`src/issue_pkg.sv`:
```
/* Issue stage package: sizes, instruction layout and push group types
   shared by the issue buffer, the register scoreboard and the top level. */
package issue_pkg;

    // Physical register file seen by the scoreboard.
    localparam int NUM_PREGS = 10;
    localparam int PREG_W    = 4;   // Tag width, covers NUM_PREGS.

    // Front end delivers up to this many instructions per cycle.
    localparam int PUSH_WIDTH = 4;

    // Issue buffer depth.
    localparam int ISSUE_ENTRIES = 4;

    // Push counts run from 0 to PUSH_WIDTH inclusive.
    localparam int COUNT_W = 3;

    typedef logic [PREG_W-1:0] preg_t;

    // One decoded and renamed instruction, 30 bits.
    typedef struct packed {
        logic [7:0] opcode;
        preg_t      dest;    // Written on completion.
        preg_t      src1;
        preg_t      src2;
        logic [9:0] imm;
    } issue_instr_t;

    // Element 0 is the oldest of the group.
    typedef issue_instr_t [PUSH_WIDTH-1:0] push_group_t;

    // A set bit means the register value is available.
    typedef logic [NUM_PREGS-1:0] done_vec_t;

endpackage

```
`src/first_one_enc.sv`:
```
/* Lowest-set-bit priority encoder, used to pick the issue slot. */
module first_one_enc #(
    parameter int WIDTH = issue_pkg::ISSUE_ENTRIES
) (
    input  logic [WIDTH-1:0]         req,
    output logic                     any,
    output logic [$clog2(WIDTH)-1:0] index
);

    localparam int IDX_W = $clog2(WIDTH);

    // Scan from the top so the lowest set bit wins.
    always_comb begin
        any   = 1'b0;
        index = '0;
        for (int i = WIDTH - 1; i >= 0; i--) begin
            if (req[i]) begin
                any   = 1'b1;
                index = IDX_W'(i);
            end
        end
    end

endmodule

```
`src/issue_entry.sv`:
```
/* Issue buffer slot: holds one instruction until it issues and flags
   it ready once both source registers are done. */
module issue_entry (
    input  logic                  clk,
    input  logic                  rst,
    input  logic                  write_en,
    input  issue_pkg::issue_instr_t instr_in,
    input  issue_pkg::done_vec_t  done_flags,
    input  logic                  issue_en,
    output logic                  occupied,
    output logic                  ready,
    output issue_pkg::issue_instr_t instr_out
);

    import issue_pkg::*;

    logic         occupied_q;
    issue_instr_t instr_q;
    logic         src1_done;
    logic         src2_done;

    // Slot state. Write and issue never hit the same slot together.
    always_ff @(posedge clk) begin
        if (rst) begin
            occupied_q <= 1'b0;
        end else if (write_en) begin
            occupied_q <= 1'b1;
        end else if (issue_en) begin
            occupied_q <= 1'b0;
        end
    end

    always_ff @(posedge clk) begin
        if (write_en) begin
            instr_q <= instr_in;
        end
    end

    // Tags past the register file are never done.
    assign src1_done = (int'(instr_q.src1) < NUM_PREGS) && done_flags[instr_q.src1];
    assign src2_done = (int'(instr_q.src2) < NUM_PREGS) && done_flags[instr_q.src2];

    // Re-evaluated every cycle, so a writeback wakes the slot directly.
    assign ready = occupied_q && src1_done && src2_done;

    assign occupied  = occupied_q;
    assign instr_out = instr_q;

endmodule

```
`src/reg_scoreboard.sv`:
```
/* Register scoreboard: one done bit per physical register, cleared on
   allocation and set again by the writeback pulse. */
module reg_scoreboard (
    input  logic                                      clk,
    input  logic                                      rst,
    input  logic [issue_pkg::PUSH_WIDTH-1:0]          alloc_mask,
    input  issue_pkg::preg_t [issue_pkg::PUSH_WIDTH-1:0] alloc_dests,
    input  logic                                      wb_valid,
    input  issue_pkg::preg_t                          wb_tag,
    output issue_pkg::done_vec_t                      done_flags
);

    import issue_pkg::*;

    done_vec_t done_q;
    done_vec_t done_next;

    always_comb begin
        done_next = done_q;

        // Completion first.
        if (wb_valid && (int'(wb_tag) < NUM_PREGS)) begin
            done_next[wb_tag] = 1'b1;
        end

        // A new producer of the same tag overrides the writeback.
        for (int k = 0; k < PUSH_WIDTH; k++) begin
            if (alloc_mask[k] && (int'(alloc_dests[k]) < NUM_PREGS)) begin
                done_next[alloc_dests[k]] = 1'b0;
            end
        end
    end

    // All registers hold architectural values out of reset.
    always_ff @(posedge clk) begin
        if (rst) begin
            done_q <= '1;
        end else begin
            done_q <= done_next;
        end
    end

    assign done_flags = done_q;

endmodule

```
`src/issue_buffer.sv`:
```
/* Out-of-order issue buffer: takes a counted push group into free slots
   and issues the lowest ready slot on a valid/ready port. */
module issue_buffer (
    input  logic                                      clk,
    input  logic                                      rst,
    input  issue_pkg::push_group_t                    din,
    input  logic [issue_pkg::COUNT_W-1:0]             din_valid_ct,
    output logic [issue_pkg::COUNT_W-1:0]             din_ready_ct,
    output issue_pkg::issue_instr_t                   dout,
    output logic                                      dout_valid,
    input  logic                                      dout_ready,
    input  issue_pkg::done_vec_t                      done_flags,
    output logic [issue_pkg::PUSH_WIDTH-1:0]          alloc_mask,
    output issue_pkg::preg_t [issue_pkg::PUSH_WIDTH-1:0] alloc_dests
);

    import issue_pkg::*;

    localparam int SEL_W = $clog2(ISSUE_ENTRIES);
    localparam int PIDX_W = $clog2(PUSH_WIDTH);

    logic [ISSUE_ENTRIES-1:0] occupied_mask;
    logic [ISSUE_ENTRIES-1:0] ready_mask;
    logic [ISSUE_ENTRIES-1:0] free_mask;
    logic [ISSUE_ENTRIES-1:0] write_en;
    logic [ISSUE_ENTRIES-1:0] issue_en;

    issue_instr_t [ISSUE_ENTRIES-1:0] entry_in;
    issue_instr_t [ISSUE_ENTRIES-1:0] entry_out;

    logic [COUNT_W-1:0] free_ct;
    logic [COUNT_W-1:0] accept_ct;
    logic [COUNT_W-1:0] push_idx;
    logic [SEL_W-1:0]   sel_idx;

    for (genvar s = 0; s < ISSUE_ENTRIES; s++) begin : g_entry
        issue_entry u_entry (
            .clk        (clk),
            .rst        (rst),
            .write_en   (write_en[s]),
            .instr_in   (entry_in[s]),
            .done_flags (done_flags),
            .issue_en   (issue_en[s]),
            .occupied   (occupied_mask[s]),
            .ready      (ready_mask[s]),
            .instr_out  (entry_out[s])
        );
    end

    assign free_mask = ~occupied_mask;

    // Free slot count, capped at the group size.
    always_comb begin
        free_ct = '0;
        for (int s = 0; s < ISSUE_ENTRIES; s++) begin
            free_ct = free_ct + COUNT_W'(free_mask[s]);
        end
    end

    assign din_ready_ct = (free_ct > COUNT_W'(PUSH_WIDTH)) ? COUNT_W'(PUSH_WIDTH) : free_ct;
    assign accept_ct = (din_valid_ct < din_ready_ct) ? din_valid_ct : din_ready_ct;

    // Accepted elements go to free slots in ascending order.
    always_comb begin
        write_en = '0;
        entry_in = '0;
        push_idx = '0;
        for (int s = 0; s < ISSUE_ENTRIES; s++) begin
            if (free_mask[s] && (push_idx < accept_ct)) begin
                write_en[s] = 1'b1;
                entry_in[s] = din[push_idx[PIDX_W-1:0]];
                push_idx    = push_idx + 1'b1;
            end
        end
    end

    // Only leading elements are ever taken.
    always_comb begin
        for (int k = 0; k < PUSH_WIDTH; k++) begin
            alloc_mask[k]  = (k < int'(accept_ct));
            alloc_dests[k] = din[k].dest;
        end
    end

    first_one_enc #(
        .WIDTH (ISSUE_ENTRIES)
    ) u_sel (
        .req   (ready_mask),
        .any   (dout_valid),
        .index (sel_idx)
    );

    assign dout = entry_out[sel_idx];

    // Slot frees on the transfer edge.
    always_comb begin
        issue_en = '0;
        if (dout_valid && dout_ready) begin
            issue_en[sel_idx] = 1'b1;
        end
    end

endmodule

```
`src/issue_unit_top.sv`:
```
/* Issue unit top: the issue buffer fed by the register scoreboard. */
module issue_unit_top (
    input  logic                          clk,
    input  logic                          rst,
    input  issue_pkg::push_group_t        din,
    input  logic [issue_pkg::COUNT_W-1:0] din_valid_ct,
    output logic [issue_pkg::COUNT_W-1:0] din_ready_ct,
    output issue_pkg::issue_instr_t       dout,
    output logic                          dout_valid,
    input  logic                          dout_ready,
    input  logic                          wb_valid,
    input  issue_pkg::preg_t              wb_tag
);

    import issue_pkg::*;

    logic [PUSH_WIDTH-1:0]  alloc_mask;
    preg_t [PUSH_WIDTH-1:0] alloc_dests;
    done_vec_t              done_flags;

    issue_buffer u_buffer (
        .clk          (clk),
        .rst          (rst),
        .din          (din),
        .din_valid_ct (din_valid_ct),
        .din_ready_ct (din_ready_ct),
        .dout         (dout),
        .dout_valid   (dout_valid),
        .dout_ready   (dout_ready),
        .done_flags   (done_flags),
        .alloc_mask   (alloc_mask),
        .alloc_dests  (alloc_dests)
    );

    reg_scoreboard u_scoreboard (
        .clk         (clk),
        .rst         (rst),
        .alloc_mask  (alloc_mask),
        .alloc_dests (alloc_dests),
        .wb_valid    (wb_valid),
        .wb_tag      (wb_tag),
        .done_flags  (done_flags)   // Registered, one edge behind alloc.
    );

endmodule

```
`config.mk`:
```
export PLATFORM = sky130hd
export DESIGN_NAME = issue_unit_top
export DESIGN_NICKNAME = d
export VERILOG_FILES = /design/src/issue_pkg.sv /design/src/first_one_enc.sv /design/src/issue_entry.sv /design/src/reg_scoreboard.sv /design/src/issue_buffer.sv /design/src/issue_unit_top.sv
export SDC_FILE = /design/constraint.sdc
export NUM_CORES = 1
export LEC_CHECK = 0
export BUFFER_PORTS_ARGS = -buffer_cell sky130_fd_sc_hd__buf_2
export CAP_MARGIN = 20
export CORE_UTILIZATION = 50
export DETAILED_ROUTE_END_ITERATION = 16
export GPL_ROUTABILITY_DRIVEN = 0
export GPL_TIMING_DRIVEN = 1
export PLACE_DENSITY = 0.75
export SYNTH_ARGS = -nofsm -noshare
export SYNTH_HDL_FRONTEND = slang
export SYNTH_HIERARCHICAL = 1
export SYNTH_SLANG_ARGS = --single-unit
```
`constraint.sdc`:
```
create_clock -name clk -period 7.6 [get_ports clk]
set_input_delay 0 -clock clk [delete_from_list [all_inputs] [get_ports clk]]
set_output_delay 0 -clock clk [all_outputs]
set_load 0.01 [all_outputs]
```
Word level (Yosys, flattened, before mapping)
Cells that the tools add are included.
{"block": "op_classes", "add_sub_neg": 5, "magnitude_cmp": 46, "mux": 67, "bitwise": 10, "reduce_logical": 36}
{"op": "$bmux 30 s2", "count": 4}
{"op": "$mux 30", "count": 4}
{"op": "$lt 4x5->1 const B", "count": 13}
{"op": "$lt 4x4->1 const B", "count": 13}
{"op": "$mux 10", "count": 5}
{"op": "$and 10x10->10", "count": 4}
{"op": "$not 10->10", "count": 4}
{"op": "$bmux 1 s4", "count": 8}
{"op": "$logic_and 1x1->1", "count": 32}
{"op": "$mux 1", "count": 31}
{"op": "$demux 1 s4", "count": 5}
{"op": "$ge 4x1->1 const B", "count": 5}
{"op": "$mux 3", "count": 4}
{"op": "$or 10x10->10", "count": 1}
{"op": "$lt 1x3->1 const A", "count": 3}
{"op": "$lt 2x3->1 const B", "count": 3}
{"op": "$lt 3x3->1", "count": 3}
{"op": "$mux 2", "count": 4}
{"op": "$reduce_bool 2->1", "count": 4}
{"op": "$add 3x1->3", "count": 2}
{"op": "$lt 2x3->1 const A", "count": 2}
{"op": "$mux 4", "count": 1}
{"op": "$not 4->4", "count": 1}
{"op": "$add 3x1->3 const B", "count": 1}
{"op": "other kinds (7)", "count": 7}
{"block": "word_totals", "ff_bits": 134, "input_bits": 131, "output_inout_bits": 34, "word_cells": 189}

Longest topological paths before layout
Gate-level depths: netlist of the first run.
{"block": "depth", "depth_word": 21, "ltp_mapped": 27, "mapped_depth_nobuf": 22}

Cells and area by module
Netlist of the first run, hierarchy kept.
{"module": "issue_entry", "instances": 4, "cells_per_inst": 52, "area_each_um2": 1117.3}
{"module": "issue_buffer", "instances": 1, "cells_per_inst": 395, "area_each_um2": 3900.0}
{"module": "reg_scoreboard", "instances": 1, "cells_per_inst": 88, "area_each_um2": 755.7}
{"module": "first_one_enc", "instances": 1, "cells_per_inst": 7, "area_each_um2": 35.0}

Worst setup path after synthesis of the first run
Ideal clock, no wire load.
{"block": "synth_path", "path_kind": "register to register", "from": "register u_buffer.g_entry[0].u_entry.occupied_q", "to": "register u_buffer.g_entry[3].u_entry.instr_q (netlist bit u_buffer/g_entry[3].u_entry/instr_out[28]), data pin", "arrival_ns": 7.598, "required_time_ns": 7.430, "setup_slack_ns": -0.168, "path_stages_with_launch": 25, "n_path_buf": 7, "period_less_slack_ns": 7.768, "path_cell_list": "dfxtp_1 clkbuf_1 clkbuf_1 inv_1 fa_1 ha_1 ha_1 inv_1 ha_1 or3_4 a31o_2 a21oi_1 clkbuf_1 inv_1 ha_1 buf_2 buf_2 clkbuf_1 and3_1 ha_1 a211o_1 a31oi_4 nand2_2 buf_6 o32ai_2"}
{"block": "synth_via", "elab_chain_cells": 19}
{"element": "start: declaration", "line": "issue_entry.sv:17", "text": "logic occupied_q;"}
{"element": "start signal: assignment", "line": "issue_entry.sv:25", "text": "occupied_q <= 1'b0;"}
{"element": "start signal: assignment", "line": "issue_entry.sv:27", "text": "occupied_q <= 1'b1;"}
{"element": "start signal: assignment", "line": "issue_entry.sv:29", "text": "occupied_q <= 1'b0;"}
{"element": "$not 4->4 (*)", "line": "issue_buffer.sv:50", "text": "assign free_mask = ~occupied_mask;"}
{"element": "$add 1x1->2 (*)", "line": "issue_buffer.sv:56", "text": "free_ct = free_ct + COUNT_W'(free_mask[s]);"}
{"element": "$add 3x1->3 (*) (2 in series)", "line": "issue_buffer.sv:56"}
{"element": "$gt 3x3->1", "line": "issue_buffer.sv:60", "text": "assign din_ready_ct = (free_ct > COUNT_W'(PUSH_WIDTH)) ? COUNT_W'(PUSH_WIDTH) : free_ct;"}
{"element": "$mux 3 (*)", "line": "issue_buffer.sv:60"}
{"element": "via din_ready_ct (one bit)", "line": "issue_unit_top.sv:7", "text": "output logic [issue_pkg::COUNT_W-1:0] din_ready_ct,"}
{"element": "$lt 3x3->1", "line": "issue_buffer.sv:61", "text": "assign accept_ct = (din_valid_ct < din_ready_ct) ? din_valid_ct : din_ready_ct;"}
{"element": "$mux 3 (*)", "line": "issue_buffer.sv:61"}
{"element": "(+3 left out)"}
{"element": "$lt 1x3->1", "line": "issue_buffer.sv:69", "text": "if (free_mask[s] && (push_idx < accept_ct)) begin"}
{"element": "$logic_and 1x1->1", "line": "issue_buffer.sv:69"}
{"element": "$mux 3", "line": "issue_buffer.sv:69"}
{"element": "$lt 3x3->1", "line": "issue_buffer.sv:69"}
{"element": "$logic_and 1x1->1", "line": "issue_buffer.sv:69"}
{"element": "$mux 3", "line": "issue_buffer.sv:69"}
{"element": "$lt 3x3->1 or $bmux 30 s2 (tied branches)", "line": "issue_buffer.sv:69, issue_buffer.sv:71"}
{"element": "$logic_and 1x1->1 or $mux 30 (tied branches)", "line": "issue_buffer.sv:69, issue_buffer.sv:71"}
{"element": "end signal: assignment", "line": "issue_entry.sv:35", "text": "instr_q <= instr_in;"}
{"element": "end: declaration", "line": "issue_entry.sv:18", "text": "issue_instr_t instr_q;"}
The timed path passes the listed nets; every way through them passes the cells marked *. The select of a mux whose other input is x is not followed.
A chain may end at the register's enable or synchronous reset.

Worst setup path in the final report of the first run
{"block": "layout_path", "from": "register u_buffer.g_entry[1].u_entry.occupied_q", "to": "register u_buffer.g_entry[3].u_entry.instr_q (netlist bit u_buffer/g_entry[3].u_entry/instr_out[8]), data pin"}
{"block": "layout_via", "elab_chain_cells": 19}
{"element": "start: declaration", "line": "issue_entry.sv:17"}
{"element": "start signal: assignment", "line": "issue_entry.sv:25"}
{"element": "start signal: assignment", "line": "issue_entry.sv:27"}
{"element": "start signal: assignment", "line": "issue_entry.sv:29"}
{"element": "$not 4->4 (*)", "line": "issue_buffer.sv:50"}
{"element": "$add 1x1->2", "line": "issue_buffer.sv:56"}
{"element": "$add 3x1->3 (2 in series)", "line": "issue_buffer.sv:56"}
{"element": "$gt 3x3->1", "line": "issue_buffer.sv:60"}
{"element": "$mux 3", "line": "issue_buffer.sv:60"}
{"element": "$lt 3x3->1", "line": "issue_buffer.sv:61"}
{"element": "$mux 3", "line": "issue_buffer.sv:61"}
{"element": "$lt 1x3->1", "line": "issue_buffer.sv:69"}
{"element": "(+2 left out)"}
{"element": "$lt 1x3->1", "line": "issue_buffer.sv:69"}
{"element": "$logic_and 1x1->1", "line": "issue_buffer.sv:69"}
{"element": "$mux 3", "line": "issue_buffer.sv:69"}
{"element": "$lt 3x3->1", "line": "issue_buffer.sv:69"}
{"element": "$logic_and 1x1->1", "line": "issue_buffer.sv:69"}
{"element": "$mux 3", "line": "issue_buffer.sv:69"}
{"element": "$lt 3x3->1 or $bmux 30 s2 (tied branches)", "line": "issue_buffer.sv:69, issue_buffer.sv:71"}
{"element": "$logic_and 1x1->1 or $mux 30 (tied branches)", "line": "issue_buffer.sv:69, issue_buffer.sv:71"}
Mark *: on every way between the ends. The rest lies on a longest branch, timed or not. The select of a mux whose other input is x is not followed.

==> run_results.csv, run 1 <==
group,metric,value,unit
outcome,status,"completed",
setup_path,cp-startpoint,"u_buffer/g_entry[1].u_entry/occupied",
global_routing,grt_pass1_wl,40.2,mm
setup_path,reg2reg_depth,21,
detailed_routing,drt_iter0_drc,801,
setup_path,worstSetupPathType,"reg2reg",
placed_design,io_buffers,164,
clocking,cts_tree,"yes",
synthesis,yosysSeqAreaShare,42.4,%
synthesis,synth_ff_type,"edfxtp_1",
global_routing,grt_pass1_vias,7266,
detailed_routing,wl,26.4,mm
setup_path,cp_slowest_stage_delay,660,ps
setup_path,crit_fanout,26,
detailed_routing,vias_per_cell,6.38,
detailed_routing,postRouteAntennaNets,0,
synthesis,synth_edf_count,120,
clocking,cts_made_buffers,17,
detailed_routing,vias,7461,
final_layout,nNetsFinal,1072,
setup_path,crit_slowest_cell,"mux2i_4",
timing,clock_skew,10.9,ps
final_layout,register_area,0.00388,sq mm
detailed_routing,drt-pass1-iter-count,5,
detailed_routing,drc,0,
timing,fmax,146,MHz
timing,fin_crit_sh,89.9,%
floorplan,initial_core_util,51.0,%
synthesis,synthDistinctLibCells,69,
setup_path,r2r-start,"u_buffer/g_entry[1].u_entry/occupied",
final_layout,multiInputGateArea,0.00485,sq mm
timing,finalSetupTns,0,ps
setup_path,cp-start-kind,"flop",
synthesis,synth_common_cells,"edfxtp_1, mux2i_1, mux4_2",
global_routing,met2_usage,48.3,%
clocking,clockBufferDepth,2,
global_routing,grt-ovfl-total,0,
final_layout,diodes,0,
synthesis,yosys.area.top_type_share,39.3,%
timing,finalSetupViolations,0,
timing,fin_crit,6830,ps
setup_path,path_cells,"inv_1 -> fa_1 -> ha_1 -> ha_1 -> inv_1 -> ha_1 -> nand2_1 -> o21ai_0 -> mux2i_1 -> and2_1 -> a21oi_4 -> ha_2 -> ha_1 -> nor2b_1 -> nor2_1 -> o21ai_2 -> mux2i_4 -> buf_4 -> mux2i_1 -> dlygate4sd3_1 -> o22ai_1",
setup_path,rr_endpoint,"u_buffer/g_entry[3].u_entry/instr_out[8]",
timing,worst_pin_slew,788,ps
setup_path,r2r_slack,770,ps
synthesis,yosysWarnings,6,
floorplan,io_pins,165,
floorplan,coreArea,0.0180,sq mm
timing,final_hold_viol_count,0,
global_routing,use_met1,37.0,%
synthesis,synthCells,698,
clocking,cts-root-buf,"clkbuf_16",
floorplan,num_rows,49,
final_layout,drive_above_1_share,35.1,%
synthesis,synth.avg_cell_area,13.1,sq um
synthesis,ys_ff_latch,134,
floorplan,die-area,0.0189,sq mm
synthesis,mappedNetlistArea,0.00916,sq mm
final_layout,fillers,1349,
floorplan,die_y,137,microns
setup_path,required,7720,ps
job,cap_violations,0,
clocking,clk_pin_slew,60,ps
synthesis,synthTopCellsByArea,"edfxtp_1, mux4_2, mux2i_1",
clocking,htreeDepth,4,
global_routing,grtUsageTotal,29.0,%
clocking,clock-sinks,134,
setup_path,endpoint_kind,"flop",
clocking,post_cts_resized,0,
timing,rsz0062_at_grt,"false",
synthesis,yosys.area.top_type,"edfxtp_1",
global_routing,grt_max_degree,77,
setup_path,cp.arrival,6950,ps
global_routing,antenna_found_initial,0,
detailed_routing,wire_per_inst,22.6,microns
setup_path,crit_top_cell,"ha_1",
synthesis,post-synth-top-count-cell,"edfxtp_1",
min_path,hold_class,"in2reg",
synthesis,async_reset_ff_share,0,%
clocking,clk_latency,420,ps
global_routing,grt_use_met3,5.85,%
setup_path,crit_path_end,"u_buffer/g_entry[3].u_entry/instr_out[8]",
global_routing,grt_busiest_layer,"met2",
placed_design,dp_hpwl,17.1,mm
synthesis,syn-num-nets,841,
final_layout,synthToLayoutAreaGrowth,26.4,%
floorplan,dieWidth,137,microns
timing,slew_headroom,46.3,%
timing,drv_slew,0,
-- cell type report --
cell class                 count  area share (%)
clock buffer                  17            3.67
clock inverter                14            1.32
sequential                   134            33.5
timing repair buffer         272            16.1
inverter                      29           0.940
tap                          229            2.48
multi-input combinational    475            41.9
-- what timing repair did --
item / 4_1_cts / 5_1_grt
setup buffers: 0 / 0
hold buffers: 93 / 0
setup endpoints to repair: 0 / 0
endpoints found under the hold margin: 81 / 0
-- sequential cells by signal, indices dropped and copies added, names as in the netlist --
register                            flops
u_buffer/g_entry.u_entry/occupied       4
u_scoreboard/done_flags                10
u_buffer/g_entry.u_entry/instr_out    120
-- routing by layer --
| layer | part of all wire (%) | wire length (microns) | up-vias |
|---|---|---|---|
| met3 | 9.4 | 2500 | 77 |
| met2 | 50 | 13200 | 444 |
| li1 | - | - | 3302 |
| met5 | 0 | 0 | - |
| met4 | 3.1 | 818 | 0 |
| met1 | 38 | 9920 | 3638 |
-- worst max-delay path, delay by kind of cell (launching register included) --
family | cells | cell delay, ps
buf+inv | 4 | 1300
flops | 1 | 470
compound gates | 4 | 700
fa+ha+maj | 6 | 1730
simple gates | 4 | 940
mux | 3 | 1370
-- cells by family after synthesis --
logic type | share of synthesized area, %
multiplexers | 26.7
adder cells (fa/ha/maj) | 1.72
AND/OR/NAND/NOR | 10.4
buffers and inverters | 5.18
flip-flops | 42.4
AO/OA/AOI/OAI | 13.6
-- metrics by stage --
| stage | util, % | area [sq um] | std cells | setup slack [ps] | hold slack [ps] |
|---|---|---|---|---|---|
| 2_1_floorplan | - | 9160 | 698 | 336 | 72.4 |
| 5_1_grt | 64.4 | 11600 | 1170 | 364 | 8.38 |
| 3_3_place_gp | 56.0 | 10100 | 1046 | 1070 | 284 |
| 4_1_cts | 64.4 | 11600 | 1170 | 876 | 0.827 |
| 3_5_place_dp | 56.0 | 10100 | 1046 | 914 | 278 |
| 6_report | 64.4 | 11600 | 1170 | 767 | 15.3 |
-- how the worst min path moves through the flow --
stage | to | depth (start not counted) | slack [ps] | from
6_report | u_buffer/g_entry[3].u_entry/instr_out[17] | 3 | 20 | din[77]
4_1_cts | u_buffer/g_entry[3].u_entry/instr_out[22] | 3 | 0.8 | din[112]
5_1_grt | u_buffer/g_entry[3].u_entry/instr_out[3] | 3 | 8 | din[93]
3_3_place_gp | u_buffer/g_entry[3].u_entry/occupied | 2 | 280 | rst
2_1_floorplan | u_buffer/g_entry[0].u_entry/occupied | 1 | 70 | rst
3_5_place_dp | u_buffer/g_entry[3].u_entry/occupied | 2 | 280 | rst
-- cell usage in the layout, fill, tap and decap left out, types with 5 or more instances in the layout --
| cell type | n |
|---|---|
| a211o_1 | 5 |
| a21oi_1 | 15 |
| and2_1 | 31 |
| buf_2 | 164 |
| buf_4 | 15 |
| clkbuf_16 | 17 |
| dfxtp_1 | 14 |
| dlygate4sd3_1 | 93 |
| edfxtp_1 | 120 |
| ha_1 | 9 |
| inv_1 | 28 |
| mux2i_1 | 78 |
| mux4_1 | 8 |
| mux4_2 | 63 |
| nand2_1 | 14 |
| nand2b_1 | 10 |
| nand3_1 | 5 |
| nand3b_1 | 6 |
| nor2_1 | 23 |
| nor2b_1 | 33 |
| nor3_1 | 9 |
| nor3b_1 | 5 |
| o21ai_0 | 9 |
| o221a_2 | 31 |
| o22ai_1 | 42 |
| o31ai_1 | 7 |
| o32ai_1 | 7 |
Power of run 1 is not shown: default switching activity piles up to over one toggle a cycle in this logic, so the estimate is an artifact.
==> inputs of run 2 (changes only) <==
REMOVE_ABC_BUFFERS = 1   (was not set)
==> run_results.csv, run 2 (synthesis gave the netlist of run 1 again) <==
group,metric,value,unit
outcome,status,"completed",
global_routing,antenna_found_initial,1,
setup_path,worstSetupPathType,"reg2reg",
detailed_routing,drt_iter0_drc,790,
global_routing,grtUsageTotal,28.9,%
setup_path,endpoint_kind,"flop",
setup_path,cp_slowest_stage_delay,660,ps
setup_path,cp-startpoint,"u_buffer/g_entry[1].u_entry/occupied",
final_layout,final_common_cell,"buf_2",
final_layout,final_cell_mix,"buf_2, edfxtp_1, dlygate4sd3_1",
setup_path,required,7730,ps
timing,drv_slew,0,
detailed_routing,wire_per_inst,22.7,microns
floorplan,io_pins,165,
clocking,cts_setup_buffers,0,
placed_design,dp_hpwl,16.8,mm
placed_design,io_buffers,164,
timing,worst_pin_slew,1000,ps
setup_path,cpLargestDelayFamily,"buffers and inverters",
min_path,worstHoldStart,"din[60]",
timing,fin_crit_sh,92.6,%
clocking,cts_made_buffers,17,
global_routing,grt-ovfl-total,0,
setup_path,r2r-start,"u_buffer/g_entry[1].u_entry/occupied",
timing,fin_crit,7040,ps
setup_path,crit_fanout,62,
clocking,clk_latency,430,ps
timing,clock_skew,10.4,ps
clocking,cts_tree,"yes",
clocking,htreeDepth,4,
floorplan,die_y,137,microns
floorplan,die-area,0.0189,sq mm
floorplan,num_rows,49,
detailed_routing,postRouteAntennaNets,0,
final_layout,nNetsFinal,1064,
clocking,cts-root-buf,"clkbuf_16",
setup_path,crit_slowest_cell,"buf_4",
timing,holdWs,12.7,ps
timing,finalSetupTns,0,ps
global_routing,grt_pass1_vias,7389,
timing,final_hold_viol_count,0,
final_layout,largest_register_ffs,120,
timing,slew_headroom,33.3,%
final_layout,fillers,1377,
final_layout,synthToLayoutAreaGrowth,25.7,%
timing,rsz0062_at_grt,"false",
detailed_routing,wl,26.5,mm
detailed_routing,vias_per_cell,6.41,
detailed_routing,vias,7472,
timing,fmax,142,MHz
floorplan,coreArea,0.0180,sq mm
global_routing,grt_pass1_wl,40.2,mm
clocking,clockBufferDepth,2,
floorplan,dieWidth,137,microns
detailed_routing,drc,0,
clocking,clock-sinks,134,
detailed_routing,drt-pass1-iter-count,5,
setup_path,cp.arrival,7170,ps
timing,finalSetupViolations,0,
setup_path,cp-start-kind,"flop",
global_routing,grt_max_degree,92,
floorplan,initial_core_util,51.0,%
job,cap_violations,0,
final_layout,drive_above_1_share,34.7,%
setup_path,timing.critical_path.buf_inv,7,
clocking,clk_pin_slew,60,ps
min_path,hold_class,"in2reg",
setup_path,path_cells,"inv_1 -> fa_1 -> ha_1 -> ha_1 -> inv_1 -> ha_1 -> or3_4 -> a31oi_4 -> nand2_1 -> a21oi_4 -> buf_4 -> inv_1 -> ha_2 -> buf_4 -> mux2i_4 -> buf_6 -> mux2i_1 -> dlygate4sd3_1 -> o22ai_1",
## run 2: worst paths after layout
path	to	depth (start not counted)	slack, ps
worst min-delay path	u_buffer/g_entry[3].u_entry/instr_out[0]	3	10
worst max-delay path	u_buffer/g_entry[3].u_entry/instr_out[13]	19	560
worst max register to register	u_buffer/g_entry[3].u_entry/instr_out[13]	19	560
worst min register to register	u_buffer/g_entry[3].u_entry/occupied	2	580
## run 2: through the flow
| step | instance area, sq um | util, % | worst slack, ps | cells |
|---|---|---|---|---|
| 6_report | 11500 | 64.1 | 561 | 1165 |
| 5_1_grt | 11500 | 64.1 | 213 | 1163 |
| 4_1_cts | 11500 | 64.1 | 467 | 1162 |
| 3_5_place_dp | 10100 | 56.0 | 697 | 1043 |
| 3_3_place_gp | 10100 | 56.0 | 890 | 1043 |
| 2_1_floorplan | 8790 | - | -5670 | 638 |
## run 2: final cells by class
cell class                 count  area (sq um)  area share, %
multi-input combinational    475          4860           42.2
sequential                   134          3880           33.7
timing repair buffer         264          1800           15.6
clock buffer                  22           444           3.86
tap                          229           287           2.49
clock inverter                 9           129           1.12
inverter                      29           109          0.945
antenna                        3          7.51         0.0652
## run 2: worst register-to-register path: cells and delay by family (launching register included)
family / cells / cell delay (ps)
muxes: 2 / 710
adders and majority gates: 5 / 1700
buffers and inverters: 7 / 2760
DFF: 1 / 450
AOI/OAI and AO/OA: 3 / 590
and+or+nand+nor: 2 / 540
## run 2: layer usage
metal / up-vias / global-route usage, % / share of wire, %
li1: 3289 / - / -
met3: 79 / 5.19 / 7.5
met1: 3690 / 37.0 / 40
met2: 414 / 47.8 / 50
met5: - / 0 / 0
met4: 0 / 13.3 / 3.0
## run 2: repair_timing
action                                 4_1_cts  5_1_grt
hold buffers                                88        0
setup endpoints to repair                    0        3
gates resized for setup                      0        1
endpoints found under the hold margin       79        0
Power of run 2 is left out for the same reason.
